===== config.mk =====
export PLATFORM = sky130hd
export DESIGN_NAME = rv_decode_top
export DESIGN_NICKNAME = d
export VERILOG_FILES = /design/src/verilog/rv_decode_pkg.sv /design/src/verilog/csr_file.sv /design/src/verilog/csr_port_arbiter.sv /design/src/verilog/decode_stage.sv /design/src/verilog/instr_decoder.sv /design/src/verilog/rv_decode_top.sv
export VERILOG_INCLUDE_DIRS = /design/src /design/src/include
export SDC_FILE = /design/constraint.sdc
export NUM_CORES = 1
export LEC_CHECK = 0
export BUFFER_PORTS_ARGS = -buffer_cell sky130_fd_sc_hd__buf_2
export CAP_MARGIN = 20
export CORE_MARGIN = 10
export CORE_UTILIZATION = 56
export DETAILED_ROUTE_END_ITERATION = 6
export PLACE_DENSITY = 0.87
export SLEW_MARGIN = 20
export SYNTH_ARGS = -nofsm -noshare
export SYNTH_HDL_FRONTEND = slang
export SYNTH_SLANG_ARGS = --single-unit

===== constraint.sdc =====
create_clock -name clock -period 10 [get_ports clock]
set_input_delay 1.5 -clock clock [delete_from_list [all_inputs] [get_ports clock]]
set_output_delay 1.5 -clock clock [all_outputs]
set_load 0.1 [all_outputs]

===== src/include/rv_decode_defines.svh =====
`ifndef RV_DECODE_DEFINES_SVH
`define RV_DECODE_DEFINES_SVH

`define RV_XLEN 32
`define RV_RADDR_W 5
`define RV_CADDR_W 12

// Implemented machine CSRs
`define CSR_MSTATUS 12'h300
`define CSR_MTVEC 12'h305
`define CSR_MSCRATCH 12'h340
`define CSR_MEPC 12'h341
`define CSR_MCAUSE 12'h342

`define RV_RESET_TVEC 32'h0000_0100  // Trap vector out of reset

`endif


===== src/verilog/rv_decode_pkg.sv =====
`default_nettype none
`include "rv_decode_defines.svh"

package rv_decode_pkg;

  typedef enum logic [3:0] {
    alu_add, alu_sub, alu_sll, alu_slt, alu_sltu, alu_xor,
    alu_srl, alu_sra, alu_or, alu_and, alu_pass_b
  } alu_op_t;

  typedef enum logic [2:0] {
    bcu_none, bcu_beq, bcu_bne, bcu_blt, bcu_bge, bcu_bltu, bcu_bgeu
  } bcu_op_t;

  typedef enum logic [3:0] {
    lsu_none, lsu_lb, lsu_lh, lsu_lw, lsu_lbu, lsu_lhu, lsu_sb, lsu_sh, lsu_sw
  } lsu_op_t;

  typedef enum logic [2:0] {
    csr_none, csr_rw, csr_rs, csr_rc, csr_rwi, csr_rsi, csr_rci
  } csr_op_t;

  // Encoded as funct3 plus one
  typedef enum logic [3:0] {
    md_none, md_mul, md_mulh, md_mulhsu, md_mulhu, md_div, md_divu, md_rem, md_remu
  } muldiv_op_t;

  typedef enum logic [3:0] {
    except_illegal_instruction = 4'd2,
    except_breakpoint = 4'd3,
    except_env_call_mach = 4'd11
  } except_cause_t;

  typedef struct packed {
    logic wren, rden1, rden2, crden, cwren;
    logic auipc, lui, jal, jalr, branch, load, store;
    logic fence, ecall, ebreak, mret, wfi;
    logic mult, division, jump, exception, valid;
  } op_flags_t;

  typedef struct packed {
    op_flags_t op;
    logic [`RV_XLEN-1:0] imm;
    alu_op_t alu_op;
    bcu_op_t bcu_op;
    lsu_op_t lsu_op;
    csr_op_t csr_op;
    muldiv_op_t muldiv_op;
  } decoder_out_t;

  typedef struct packed {
    logic [`RV_XLEN-1:0] pc, npc;
    logic [31:0] instr;
    logic [`RV_RADDR_W-1:0] waddr, raddr1, raddr2;
    logic [`RV_CADDR_W-1:0] caddr;
    logic [`RV_XLEN-1:0] imm, cdata;
    op_flags_t op;
    alu_op_t alu_op;
    bcu_op_t bcu_op;
    lsu_op_t lsu_op;
    csr_op_t csr_op;
    muldiv_op_t muldiv_op;
    except_cause_t ecause;
    logic [`RV_XLEN-1:0] etval;
  } decode_instr_t;

  typedef struct packed {
    logic [`RV_RADDR_W-1:0] waddr;
    op_flags_t op;
    logic stall;
  } stage_hazard_t;

  typedef struct packed {
    logic [`RV_XLEN-1:0] pc;
    logic [31:0] instr;
    logic valid;
  } fetch_in_t;

  typedef struct packed {
    logic rden1, rden2;
    logic [`RV_RADDR_W-1:0] raddr1, raddr2;
  } reg_read_req_t;

  typedef struct packed {
    logic rd, wr;
    logic [`RV_CADDR_W-1:0] addr;
    logic [`RV_XLEN-1:0] wdata;
  } csr_req_t;

  typedef struct packed {
    logic [`RV_XLEN-1:0] rdata;
    logic hit;
  } csr_rsp_t;

endpackage

`default_nettype wire


===== src/verilog/csr_file.sv =====
`default_nettype none
`timescale 1ns/1ns
`include "rv_decode_defines.svh"

module csr_file (
  input  logic clock,
  input  logic reset,
  input  rv_decode_pkg::csr_req_t req,
  output rv_decode_pkg::csr_rsp_t rsp
);
  localparam logic [`RV_XLEN-1:0] mstatus_mask = `RV_XLEN'('h88);  // MIE and MPIE

  logic [`RV_XLEN-1:0] mstatus;
  logic [`RV_XLEN-1:0] mscratch;
  logic [`RV_XLEN-1:0] mtvec;
  logic [`RV_XLEN-1:0] mepc;
  logic [`RV_XLEN-1:0] mcause;
  logic [`RV_XLEN-1:0] value;
  logic hit;

  always_comb begin
    value = '0;
    hit = 1'b1;
    case (req.addr)
      `CSR_MSTATUS: value = mstatus;
      `CSR_MSCRATCH: value = mscratch;
      `CSR_MTVEC: value = mtvec;
      `CSR_MEPC: value = mepc;
      `CSR_MCAUSE: value = mcause;
      default: hit = 1'b0;
    endcase
  end

  assign rsp.rdata = req.rd ? value : '0;
  assign rsp.hit = hit;

  always_ff @(posedge clock) begin
    if (!reset) begin
      mstatus <= '0;
      mscratch <= '0;
      mtvec <= `RV_RESET_TVEC;
      mepc <= '0;
      mcause <= '0;
    end else if (req.wr) begin
      case (req.addr)
        `CSR_MSTATUS: mstatus <= req.wdata & mstatus_mask;
        `CSR_MSCRATCH: mscratch <= req.wdata;
        `CSR_MTVEC: mtvec <= req.wdata;
        `CSR_MEPC: mepc <= {req.wdata[`RV_XLEN-1:1], 1'b0};  // Always aligned
        `CSR_MCAUSE: mcause <= req.wdata;
        default: ;
      endcase
    end
  end

endmodule

`default_nettype wire


===== src/verilog/csr_port_arbiter.sv =====
`default_nettype none
`timescale 1ns/1ns
`include "rv_decode_defines.svh"

module csr_port_arbiter (
  input  logic clock,
  input  logic reset,
  input  rv_decode_pkg::csr_req_t dec_req,
  output rv_decode_pkg::csr_rsp_t dec_rsp,
  input  logic psel,
  input  logic penable,
  input  logic pwrite,
  input  logic [`RV_CADDR_W-1:0] paddr,
  input  logic [`RV_XLEN-1:0] pwdata,
  output logic [`RV_XLEN-1:0] prdata,
  output logic pready,
  output logic pslverr,
  output rv_decode_pkg::csr_req_t csr_req,
  input  rv_decode_pkg::csr_rsp_t csr_rsp
);
  typedef enum logic {
    arb_idle,
    arb_access
  } arb_state_t;

  arb_state_t state;
  logic host_grant;

  // Decode read wins and the host waits in its access phase
  assign host_grant = psel & penable & ~dec_req.rd & (state == arb_idle);

  always_comb begin
    csr_req = '0;
    if (dec_req.rd) begin
      csr_req = dec_req;
    end else if (host_grant) begin
      csr_req.rd = ~pwrite;
      csr_req.wr = pwrite;  // Commits on the completing edge
      csr_req.addr = paddr;
      csr_req.wdata = pwdata;
    end
  end

  assign dec_rsp = csr_rsp;
  assign pready = host_grant;
  assign pslverr = host_grant & ~csr_rsp.hit;
  assign prdata = (host_grant && !pwrite) ? csr_rsp.rdata : '0;

  // Access marks a finished transfer until penable drops
  always_ff @(posedge clock) begin
    if (!reset) begin
      state <= arb_idle;
    end else if (host_grant) begin
      state <= arb_access;
    end else if (!(psel && penable)) begin
      state <= arb_idle;
    end
  end

endmodule

`default_nettype wire


===== src/verilog/decode_stage.sv =====
`default_nettype none
`timescale 1ns/1ns
`include "rv_decode_defines.svh"

module decode_stage (
  input  logic clock,
  input  logic reset,
  input  rv_decode_pkg::fetch_in_t fetch,
  input  rv_decode_pkg::stage_hazard_t ex_state,
  input  rv_decode_pkg::stage_hazard_t mem_state,
  input  logic flush,
  output logic [31:0] dec_instr,
  input  rv_decode_pkg::decoder_out_t dec_result,
  output rv_decode_pkg::reg_read_req_t reg_read,
  output rv_decode_pkg::csr_req_t csr_req,
  input  rv_decode_pkg::csr_rsp_t csr_rsp,
  output rv_decode_pkg::decode_instr_t decoded,
  output logic stall
);
  import rv_decode_pkg::*;

  decode_instr_t cur;
  decode_instr_t nxt;
  decode_instr_t rec_in;
  logic [`RV_XLEN-1:0] step;
  logic hazard;
  logic bubble;
  logic hold;

  assign dec_instr = fetch.instr;
  assign step = (fetch.instr[1:0] == 2'b11) ? `RV_XLEN'(4) : `RV_XLEN'(2);

  // Read requests leave straight from the fetch word
  assign reg_read.rden1 = fetch.valid & dec_result.op.rden1;
  assign reg_read.rden2 = fetch.valid & dec_result.op.rden2;
  assign reg_read.raddr1 = fetch.instr[19:15];
  assign reg_read.raddr2 = fetch.instr[24:20];

  assign csr_req.rd = fetch.valid & dec_result.op.crden;
  assign csr_req.wr = 1'b0;
  assign csr_req.addr = fetch.instr[31:20];
  assign csr_req.wdata = '0;

  always_comb begin
    nxt = '0;
    nxt.pc = fetch.pc;
    nxt.npc = fetch.pc + step;
    nxt.instr = fetch.instr;
    nxt.waddr = fetch.instr[11:7];
    nxt.raddr1 = fetch.instr[19:15];
    nxt.raddr2 = fetch.instr[24:20];
    nxt.caddr = fetch.instr[31:20];
    nxt.imm = dec_result.imm;
    nxt.cdata = csr_rsp.rdata;
    nxt.op = fetch.valid ? dec_result.op : '0;
    nxt.alu_op = dec_result.alu_op;
    nxt.bcu_op = dec_result.bcu_op;
    nxt.lsu_op = dec_result.lsu_op;
    nxt.csr_op = dec_result.csr_op;
    nxt.muldiv_op = dec_result.muldiv_op;
    if (fetch.valid) begin
      // Unimplemented CSR counts as illegal
      if (!dec_result.op.valid || (dec_result.op.crden && !csr_rsp.hit)) begin
        nxt.op.exception = 1'b1;
        nxt.ecause = except_illegal_instruction;
        nxt.etval = fetch.instr;
      end else if (dec_result.op.ebreak) begin
        nxt.op.exception = 1'b1;
        nxt.ecause = except_breakpoint;
      end else if (dec_result.op.ecall) begin
        nxt.op.exception = 1'b1;
        nxt.ecause = except_env_call_mach;
      end
    end
  end

  // Load-use, CSR write and divider hazards
  assign hazard = ex_state.op.cwren | mem_state.op.cwren | ex_state.op.division |
                  (ex_state.op.load &
                   ((reg_read.rden1 & (ex_state.waddr == reg_read.raddr1)) |
                    (reg_read.rden2 & (ex_state.waddr == reg_read.raddr2))));
  assign stall = hazard & ~flush;
  assign hold = ex_state.stall | mem_state.stall;  // Back-pressure from later stages
  assign bubble = hazard | flush | ex_state.op.jump | ex_state.op.fence |
                  ex_state.op.mret | ex_state.op.exception;

  always_comb begin
    rec_in = nxt;
    if (bubble) rec_in.op = '0;
    if (hold && !flush) rec_in = cur;
  end

  always_ff @(posedge clock) begin
    if (!reset) begin
      cur <= '0;
    end else begin
      cur <= rec_in;
    end
  end

  assign decoded = cur;

endmodule

`default_nettype wire


===== src/verilog/instr_decoder.sv =====
`default_nettype none
`timescale 1ns/1ns
`include "rv_decode_defines.svh"

module instr_decoder (
  input  logic [31:0] instr,
  output rv_decode_pkg::decoder_out_t result
);
  import rv_decode_pkg::*;

  typedef enum logic [6:0] {
    opc_load = 7'b0000011,
    opc_misc_mem = 7'b0001111,
    opc_op_imm = 7'b0010011,
    opc_auipc = 7'b0010111,
    opc_store = 7'b0100011,
    opc_op = 7'b0110011,
    opc_lui = 7'b0110111,
    opc_branch = 7'b1100011,
    opc_jalr = 7'b1100111,
    opc_jal = 7'b1101111,
    opc_system = 7'b1110011
  } opcode_t;

  opcode_t opcode;
  logic [2:0] funct3;
  logic [6:0] funct7;
  logic [`RV_XLEN-1:0] imm_i, imm_s, imm_b, imm_u, imm_j, zimm;

  assign opcode = opcode_t'(instr[6:0]);
  assign funct3 = instr[14:12];
  assign funct7 = instr[31:25];
  assign imm_i = {{20{instr[31]}}, instr[31:20]};
  assign imm_s = {{20{instr[31]}}, instr[31:25], instr[11:7]};
  assign imm_b = {{19{instr[31]}}, instr[31], instr[7], instr[30:25], instr[11:8], 1'b0};
  assign imm_u = {instr[31:12], 12'b0};
  assign imm_j = {{11{instr[31]}}, instr[31], instr[19:12], instr[20], instr[30:21], 1'b0};
  assign zimm = {27'b0, instr[19:15]};  // CSR immediate forms

  always_comb begin
    result = '0;
    result.imm = imm_i;
    case (opcode)
      opc_lui, opc_auipc: begin
        result.op.wren = 1'b1;
        result.op.lui = (opcode == opc_lui);
        result.op.auipc = (opcode == opc_auipc);
        result.op.valid = 1'b1;
        result.alu_op = (opcode == opc_lui) ? alu_pass_b : alu_add;
        result.imm = imm_u;
      end
      opc_jal, opc_jalr: begin
        result.op.wren = 1'b1;
        result.op.rden1 = (opcode == opc_jalr);
        result.op.jal = (opcode == opc_jal);
        result.op.jalr = (opcode == opc_jalr);
        result.op.jump = 1'b1;
        result.op.valid = (opcode == opc_jal) || (funct3 == 3'b000);
        if (opcode == opc_jal) result.imm = imm_j;
      end
      opc_branch: begin
        result.op.rden1 = 1'b1;
        result.op.rden2 = 1'b1;
        result.op.branch = 1'b1;
        result.op.valid = (funct3[2:1] != 2'b01);
        result.imm = imm_b;
        case (funct3)
          3'b000: result.bcu_op = bcu_beq;
          3'b001: result.bcu_op = bcu_bne;
          3'b100: result.bcu_op = bcu_blt;
          3'b101: result.bcu_op = bcu_bge;
          3'b110: result.bcu_op = bcu_bltu;
          default: result.bcu_op = bcu_bgeu;
        endcase
      end
      opc_load: begin
        result.op.wren = 1'b1;
        result.op.rden1 = 1'b1;
        result.op.load = 1'b1;
        result.op.valid = 1'b1;
        case (funct3)
          3'b000: result.lsu_op = lsu_lb;
          3'b001: result.lsu_op = lsu_lh;
          3'b010: result.lsu_op = lsu_lw;
          3'b100: result.lsu_op = lsu_lbu;
          3'b101: result.lsu_op = lsu_lhu;
          default: result.op.valid = 1'b0;
        endcase
      end
      opc_store: begin
        result.op.rden1 = 1'b1;
        result.op.rden2 = 1'b1;
        result.op.store = 1'b1;
        result.op.valid = 1'b1;
        result.imm = imm_s;
        case (funct3)
          3'b000: result.lsu_op = lsu_sb;
          3'b001: result.lsu_op = lsu_sh;
          3'b010: result.lsu_op = lsu_sw;
          default: result.op.valid = 1'b0;
        endcase
      end
      opc_op_imm, opc_op: begin
        result.op.wren = 1'b1;
        result.op.rden1 = 1'b1;
        result.op.rden2 = (opcode == opc_op);
        result.op.valid = 1'b1;
        if (opcode == opc_op && funct7 == 7'b0000001) begin
          result.op.mult = ~funct3[2];
          result.op.division = funct3[2];
          result.muldiv_op = muldiv_op_t'({1'b0, funct3} + 4'd1);
        end else begin
          case (funct3)
            3'b000: result.alu_op = (opcode == opc_op && funct7[5]) ? alu_sub : alu_add;
            3'b001: result.alu_op = alu_sll;
            3'b010: result.alu_op = alu_slt;
            3'b011: result.alu_op = alu_sltu;
            3'b100: result.alu_op = alu_xor;
            3'b101: result.alu_op = funct7[5] ? alu_sra : alu_srl;
            3'b110: result.alu_op = alu_or;
            default: result.alu_op = alu_and;
          endcase
          // Only sub and sra may carry funct7 = 0100000
          if (opcode == opc_op || funct3[1:0] == 2'b01) begin
            result.op.valid = (funct7 == 7'b0000000) || (funct7 == 7'b0100000 &&
                              (funct3 == 3'b101 || (funct3 == 3'b000 && opcode == opc_op)));
          end
        end
      end
      opc_misc_mem: begin
        result.op.fence = 1'b1;
        result.op.valid = (funct3[2:1] == 2'b00);  // fence and fence.i
      end
      opc_system: begin
        if (funct3 == 3'b000) begin
          result.op.ecall = (instr == 32'h0000_0073);
          result.op.ebreak = (instr == 32'h0010_0073);
          result.op.mret = (instr == 32'h3020_0073);
          result.op.wfi = (instr == 32'h1050_0073);
          result.op.jump = result.op.mret;
          result.op.valid = result.op.ecall | result.op.ebreak | result.op.mret | result.op.wfi;
        end else begin
          result.op.wren = 1'b1;
          result.op.rden1 = ~funct3[2];
          result.op.crden = 1'b1;  // Every CSR access probes the address
          result.op.cwren = ~(funct3[1] && instr[19:15] == 5'd0);
          result.op.valid = (funct3 != 3'b100);
          result.imm = zimm;
          result.csr_op = csr_op_t'({1'b0, funct3[1:0]} + {1'b0, funct3[2], funct3[2]});
        end
      end
      default: result.op.valid = 1'b0;
    endcase
    if (!result.op.valid) result = '0;
  end

endmodule

`default_nettype wire


===== src/verilog/rv_decode_top.sv =====
`default_nettype none
`timescale 1ns/1ns
`include "rv_decode_defines.svh"

module rv_decode_top (
  input  logic clock,
  input  logic reset,
  input  rv_decode_pkg::fetch_in_t fetch,
  input  rv_decode_pkg::stage_hazard_t ex_state,
  input  rv_decode_pkg::stage_hazard_t mem_state,
  input  logic flush,
  output rv_decode_pkg::reg_read_req_t reg_read,
  output rv_decode_pkg::decode_instr_t decoded,
  output logic stall,
  input  logic psel,
  input  logic penable,
  input  logic pwrite,
  input  logic [`RV_CADDR_W-1:0] paddr,
  input  logic [`RV_XLEN-1:0] pwdata,
  output logic [`RV_XLEN-1:0] prdata,
  output logic pready,
  output logic pslverr
);
  import rv_decode_pkg::*;

  logic [31:0] dec_instr;
  decoder_out_t dec_result;
  csr_req_t dec_csr_req;
  csr_rsp_t dec_csr_rsp;
  csr_req_t csr_req;
  csr_rsp_t csr_rsp;

  instr_decoder instr_decoder_inst (.instr(dec_instr), .result(dec_result));

  decode_stage decode_stage_inst (
    .clock, .reset, .fetch, .ex_state, .mem_state, .flush,
    .dec_instr, .dec_result, .reg_read,
    .csr_req (dec_csr_req), .csr_rsp (dec_csr_rsp),
    .decoded, .stall
  );

  csr_port_arbiter csr_port_arbiter_inst (
    .clock, .reset,
    .dec_req (dec_csr_req), .dec_rsp (dec_csr_rsp),
    .psel, .penable, .pwrite, .paddr, .pwdata, .prdata, .pready, .pslverr,
    .csr_req, .csr_rsp
  );

  csr_file csr_file_inst (.clock, .reset, .req(csr_req), .rsp(csr_rsp));

endmodule

`default_nettype wire

==> After elaboration in Yosys (flattened, before gate mapping) <==
Index checks and enable logic that the tools add are counted.
{ "totals": {"regBits": 393, "out_inout_bits": 310, "word_cells": 212} }
{ "op_classes": {"n_addsub": 3, "eq_ne": 35, "mux": 63, "bitwise": 31, "reduce_logical": 36} }
{ "op_table": {"columns": ["cell", "count"], "rows": [
  ["case mux 32 bit (5 select lines)", 2],
  ["2-to-1 mux 32 bit", 4],
  ["2-to-1 mux 46 bit", 2],
  ["2-to-1 mux 72 bit", 1],
  ["== test 12 x 10 -> 1 bit, second input constant", 5],
  ["2-to-1 mux 22 bit", 2],
  ["2-to-1 mux 36 bit", 1],
  ["2-to-1 mux 4 bit", 9],
  ["adder 32 bit", 1],
  ["== test 32 x 21 -> 1 bit, second input constant", 1],
  ["== test 32 x 29 -> 1 bit, second input constant", 1],
  ["== test 32 x 30 -> 1 bit, second input constant", 1],
  ["== test 32 x 7 -> 1 bit, second input constant", 1],
  ["case mux 3 bit (5 select lines)", 2],
  ["== test 7 x 6 -> 1 bit, second input constant", 4],
  ["== test 7 bit, second input constant", 4],
  ["case mux 4 bit (7 select lines)", 1],
  ["2-to-1 mux 20 bit", 1],
  ["2-to-1 mux 1 bit", 19],
  ["case mux 4 bit (2 select lines)", 2],
  ["OR reduction 5 bit", 3],
  ["== test 7 x 5 -> 1 bit, second input constant", 2],
  ["2-to-1 mux 2 bit", 7],
  ["OR 1 bit", 13],
  ["other kinds (31)", 79]
]} }

==> Logic depth before layout (Yosys ltp) <==
{ "depth": {"word_depth": 24, "mapped_depth": 15, "mapped_depth_nobuf": 12} }

==> Cells and area by module <==
From an unflattened synthesis, not the netlist that was laid out.
{ "hier_totals": {"hier_cells": 2418, "hier_area_um2": 18765.5} }
{ "by_module_without_submodules": {"columns": ["module", "instances", "cells_each", "area_per_inst_um2", "seq_area_each_um2"], "rows": [
  ["decode_stage", 1, 1291, 10065.9, 4684.5],
  ["csr_file", 1, 647, 5620.4, 2582.5],
  ["csr_port_arbiter", 1, 232, 1566.5, 20.0],
  ["instr_decoder", 1, 248, 1512.7, 0.0]
]} }

==> Least setup slack after synthesis <==
OpenSTA, ideal clock, no wires.
{ "synth_timing": {"path_kind": "input port to output port", "from": "input port fetch[13] in the netlist's numbering", "to": "output port pslverr", "t_arrival_ns": 5.371, "t_required_ns": 8.500, "setup_slack_ns": 3.129, "path_stages": 11, "n_path_buf": 3, "path_cell_list": "clkbuf_1 -> inv_1 -> ha_1 -> clkbuf_1 -> and3b_1 -> o311ai_1 -> o221a_2 -> and4_4 -> buf_6 -> nor2_2 -> nor3_1"} }
{ "synth_via": {"elab_chain_len": 20, "elab_cells_between_ends": 46, "classes_between": "eq/ne: 15; mux: 12; bitwise: 9; reduce/logical: 10"} }
{ "synth_lines": {"columns": ["item", "line", "source"], "rows": [
  ["start: declaration", "rv_decode_top.sv:8", "input rv_decode_pkg::fetch_in_t fetch,"],
  ["parallel branches: the longest is 8 deep, another holds == test 32 x 7 -> 1 bit", null, null],
  ["2-to-1 mux 72 bit *", "instr_decoder.sv:154", "if (!result.op.valid) result = '0;"],
  ["bitwise AND 1 bit *", "decode_stage.sv:39", "assign csr_req.rd = fetch.valid & dec_result.op.crden;"],
  ["inverter 1 bit", "csr_port_arbiter.sv:30", "assign host_grant = psel & penable & ~dec_req.rd & (state == arb_idle);"],
  ["bitwise AND 1 bit (2 in series)", "csr_port_arbiter.sv:30", null],
  ["2-to-1 mux 46 bit", "csr_port_arbiter.sv:36", "end else if (host_grant) begin"],
  ["2-to-1 mux 46 bit", "csr_port_arbiter.sv:34", "if (dec_req.rd) begin"],
  ["== test 12 x 10 -> 1 bit", "csr_file.sv:24", "case (req.addr)"],
  ["OR reduction 5 bit (no line)", null, null],
  ["2-to-1 mux 1 bit", "csr_file.sv:24", null],
  ["inverter 1 bit", "csr_port_arbiter.sv:46", "assign pslverr = host_grant & ~csr_rsp.hit;"],
  ["bitwise AND 1 bit *", "csr_port_arbiter.sv:46", null],
  ["end: declaration", "rv_decode_top.sv:22", "output logic pslverr"]
]} }
Mark *: on every way between the ends.

==> Final worst setup path <==
{ "layout_timing": {"from": "input port fetch[14] in the netlist's numbering", "to": "output port prdata[3]"} }
{ "layout_via": {"elab_chain_len": 19, "elab_cells_between_ends": 48, "classes_between": "eq/ne: 16; mux: 14; bitwise: 7; reduce/logical: 11"} }
{ "layout_lines": {"columns": ["item", "line", "source"], "rows": [
  ["parallel branches: the longest is 8 deep, another holds == test 32 x 7 -> 1 bit", null, null],
  ["2-to-1 mux 72 bit *", "instr_decoder.sv:154", null],
  ["bitwise AND 1 bit *", "decode_stage.sv:39", null],
  ["inverter 1 bit", "csr_port_arbiter.sv:30", null],
  ["bitwise AND 1 bit (2 in series)", "csr_port_arbiter.sv:30", null],
  ["2-to-1 mux 46 bit", "csr_port_arbiter.sv:36", null],
  ["2-to-1 mux 46 bit", "csr_port_arbiter.sv:34", null],
  ["== test 12 x 10 -> 1 bit", "csr_file.sv:24", null],
  ["case mux 32 bit (5 select lines)", "csr_file.sv:24", null],
  ["2-to-1 mux 32 bit", "csr_file.sv:34", "assign rsp.rdata = req.rd ? value : '0;"],
  ["2-to-1 mux 32 bit *", "csr_port_arbiter.sv:47", "assign prdata = (host_grant && !pwrite) ? csr_rsp.rdata : '0;"],
  ["end: declaration", "rv_decode_top.sv:20", "output logic [`RV_XLEN-1:0] prdata,"]
]} }
Marks and branches as above.

==> out/qor.yml <==
min_to: "decode_stage_inst.decoded[59]$_SDFFE_PN0N_"
synth_compound_area_share_pct: 21.72
run_status: "finished clean"
path_buf_inv: 4
area.sequential_um2: 7287
drcViolationCount: 0
setup_ws_ps: 2780
slowest_stage: "a21oi_2"
grt_pass1_wl_um: 89010
fillers: 2348
critPathMaxStageDelay_ps: 760
antenna_found_initial: 13
syn_avg_cell_area_um2: 7.835
clock.fmax_mhz: 138.5
cts_tree: "done"
rows: 62
die_x_um: 190.3
cts.clk_slew.worst_paths_ps: 60
num_vias: 17030
rsz0062_at_grt: "no"
hpwl_um: 40830
min_path_type: "flop to flop"
dpl.cell_count: 2714
layout_min_cycle_time_ps: 7220
port_buffers: 438
synth_nets: 2260
area_growth_pct: 19.49
cp-start-kind: "primary input"
cts_sinks: 364
yosys.area_share.adder_pct: 1.371
gp_congestion: 0.9540
track_usage_pct: 30.16
path_cells: "buf_2, inv_1, ha_1, and2_1, o311ai_1, o221a_2, nand4_2, a21oi_2, buf_4, o21ai_0, o2111ai_1, and2_1, buf_2"
total_power_mw: 3.478
multiInputGateArea_um2: 7991
firstDrtPassIters: 6
total_leakage_power_nw: 8.139
ys_ff_latch: 364
stdcell_area_um2: 19420
ys.flop_type: "dfxtp_1"
muxShareOfSynthArea_pct: 0.1848
io_pins: 481
async_reset_ff_share_pct: 0
viasPerCell: 6.101
synthXorXnorAreaFrac_pct: 1.833
drv_slew: 0
cts-htree-levels: 2
reg2reg_depth: 9
report.final.hold_viol_count: 0
arrival_ps: 5720
timing.rr.end: "decode_stage_inst.decoded[107]$_SDFFE_PN0N_"
clk_path_buf_depth: 3
dp_slack_ps: 2911
grt_overflow: 0
drive_above_1_share_pct: 22.89
netlist-cell-type-count: 77
placedInstanceArea_um2: 18170
grt_pass1_vias: 16020
powerDensity_nw_per_um2: 179.1
initial_core_util_pct: 56.61
tightest_slew_ps: 1089
setup_viol: 0
syn_inst: 2074
yosys_warnings: 0
postCtsHoldBufs: 0
ir_drop_uv: 143.2
ctsResizeCount: 0
crit_type: "primary input to output port"
netlist_area_um2: 16250
synth.largest_area_cell: "dfxtp_1"
synth_top_family_by_area: "simple AND/OR/NAND/NOR gates"
rrSetupSlack_ps: 6940
cts_buffers: 38
insertion_delay_ps: 530
synth_top_area_share_pct: 44.84
route.detailed.wl_per_inst_um: 21.15
die_h_um: 190.3
ys_seq_area_share_pct: 44.84
end_kind: "output port"
cts-root-buf: "clkbuf_16"
drtIter0Drc: 2032
antenna_left: 0
grt_max_degree: 167
min_path_cells: 2
synthSimpleGateAreaFrac_pct: 23.55
finalCritPeriodShare_pct: 72.20
path_max_fanout: 20
fin_skew_ps: 24.66
rr_startpoint: "csr_port_arbiter_inst.state$_SDFFE_PN0P_"
startpoint: "fetch[14]"
synth-edff-count: 0
crit_family: "compound AO/OA/AOI/OAI gates"
design.core.area_um2: 28700
wl_um: 59030
hold_start: "decode_stage_inst.decoded[59]$_SDFFE_PN0N_"
worstPathRequired_ps: 8500
dieArea_um2: 36230
postCtsSetupRepairBufs: 0
final_cells: 2791
maxCapViolations: 0
max-slew-margin-rel_pct: 27.38
synthTopCellsByArea: "dfxtp_1 45%, nand2_1 11%, a21oi_1 7.7%"
fin_tns_setup_ps: 0
layout.nets: 2556
layout make-up:
| class | instances | share of cell area (%) |
|---|---|---|
| inverter | 14 | 0.3093 |
| tap | 384 | 2.475 |
| clock inverter | 11 | 0.6509 |
| timing repair buffer | 460 | 12.16 |
| clock buffer | 53 | 5.548 |
| antenna | 13 | 0.1675 |
| multi-input combinational | 1492 | 41.16 |
| sequential | 364 | 37.53 |
kinds of logic after synthesis:
logic type | after synthesis
muxes | 3
other | 1
xor gates and xnor gates | 34
AOI/OAI and AO/OA | 590
DFF | 364
buffers and inverters | 218
and+or+nand+nor | 847
adders and majority gates | 17
how the worst max path moves through the flow:
stage                       endpoint  slack, ps  cells past startpoint
after global placement    prdata[10]       2990                     12
after global routing       prdata[3]       2640                     13
after CTS                 prdata[30]       2870                     12
final                      prdata[3]       2780                     13
after floorplan              pslverr       3130                     11
after detailed placement  prdata[31]       2910                     12
worst min-delay path, cell delays in order (launching register included):
cell and delay, ps:
dfxtp_1 310, nand2_1 50, a21oi_1 50
power breakdown:
part	switching (mW)	internal, mW
sequential	0.0183	1.48
combinational	0.496	0.0947
clock	0.580	0.804
per-stage QoR:
| stage | hold slack, ps | utilization (%) |
|---|---|---|
| 2_1_floorplan | 428.4 | - |
| 3_3_place_gp | 434.2 | 63.32 |
| 3_5_place_dp | 440.4 | 63.32 |
| 4_1_cts | 448.3 | 67.52 |
| 5_1_grt | 461.6 | 67.61 |
| 6_report | 448.0 | 67.65 |
cell usage in the layout (no fill, tap or decap), types with 5 or more instances in the layout:
cell type	Yosys	routed
nor4_1	10	9
nor2_1	124	122
nor4b_1	5	5
diode_2	0	13
xor2_1	17	17
a311oi_1	8	8
a21oi_1	249	246
nor2b_1	6	6
nor3_1	25	24
nand2_1	478	478
nand4_1	38	38
nand2b_1	5	5
buf_2	33	438
clkbuf_16	0	38
ha_1	13	13
clkbuf_8	0	7
dfxtp_1	364	364
clkbuf_1	118	8
and2_1	48	48
o21ai_0	165	165
clkinv_2	0	5
xnor2_1	17	17
inv_1	12	12
a22o_1	65	65
or3_1	12	12
a22oi_1	32	32
buf_4	41	21
and3_1	17	17
nand3_1	42	42
a211oi_1	25	24
synthesized netlist by cell type, drive strengths merged (5+ instances only):
master / count
xor2: 17
nor4b: 6
inv: 14
a22o: 65
a311oi: 8
ha: 13
nor2: 126
nor2b: 6
dfxtp: 364
or3: 12
and4: 6
nand4: 39
buf: 85
a22oi: 32
and2: 48
nand3: 42
clkbuf: 119
a21oi: 249
xnor2: 17
a211oi: 26
nor4: 10
and3: 17
nand2b: 5
nand2: 479
o21ai: 168
nor3: 31
registers in the layout (all words and copies together) (netlist names):
name and flops:
csr_file_inst.mcause 32, csr_file_inst.mepc 31, csr_file_inst.mscratch 32, csr_file_inst.mstatus 2
csr_file_inst.mtvec 32, csr_port_arbiter_inst.state 1, decode_stage_inst.decoded 234
per-layer routing:
| metal | vias to the layer above | routed length [µm] | GRT usage [%] |
|---|---|---|---|
| met5 | - | 47 | 0 |
| met4 | 6 | 2994 | 14.96 |
| met3 | 215 | 6418 | 6.565 |
| met2 | 1144 | 27920 | 50.45 |
| met1 | 7914 | 21650 | 35.96 |
| li1 | 7750 | - | - |
Power figures use the tool's default switching activity.
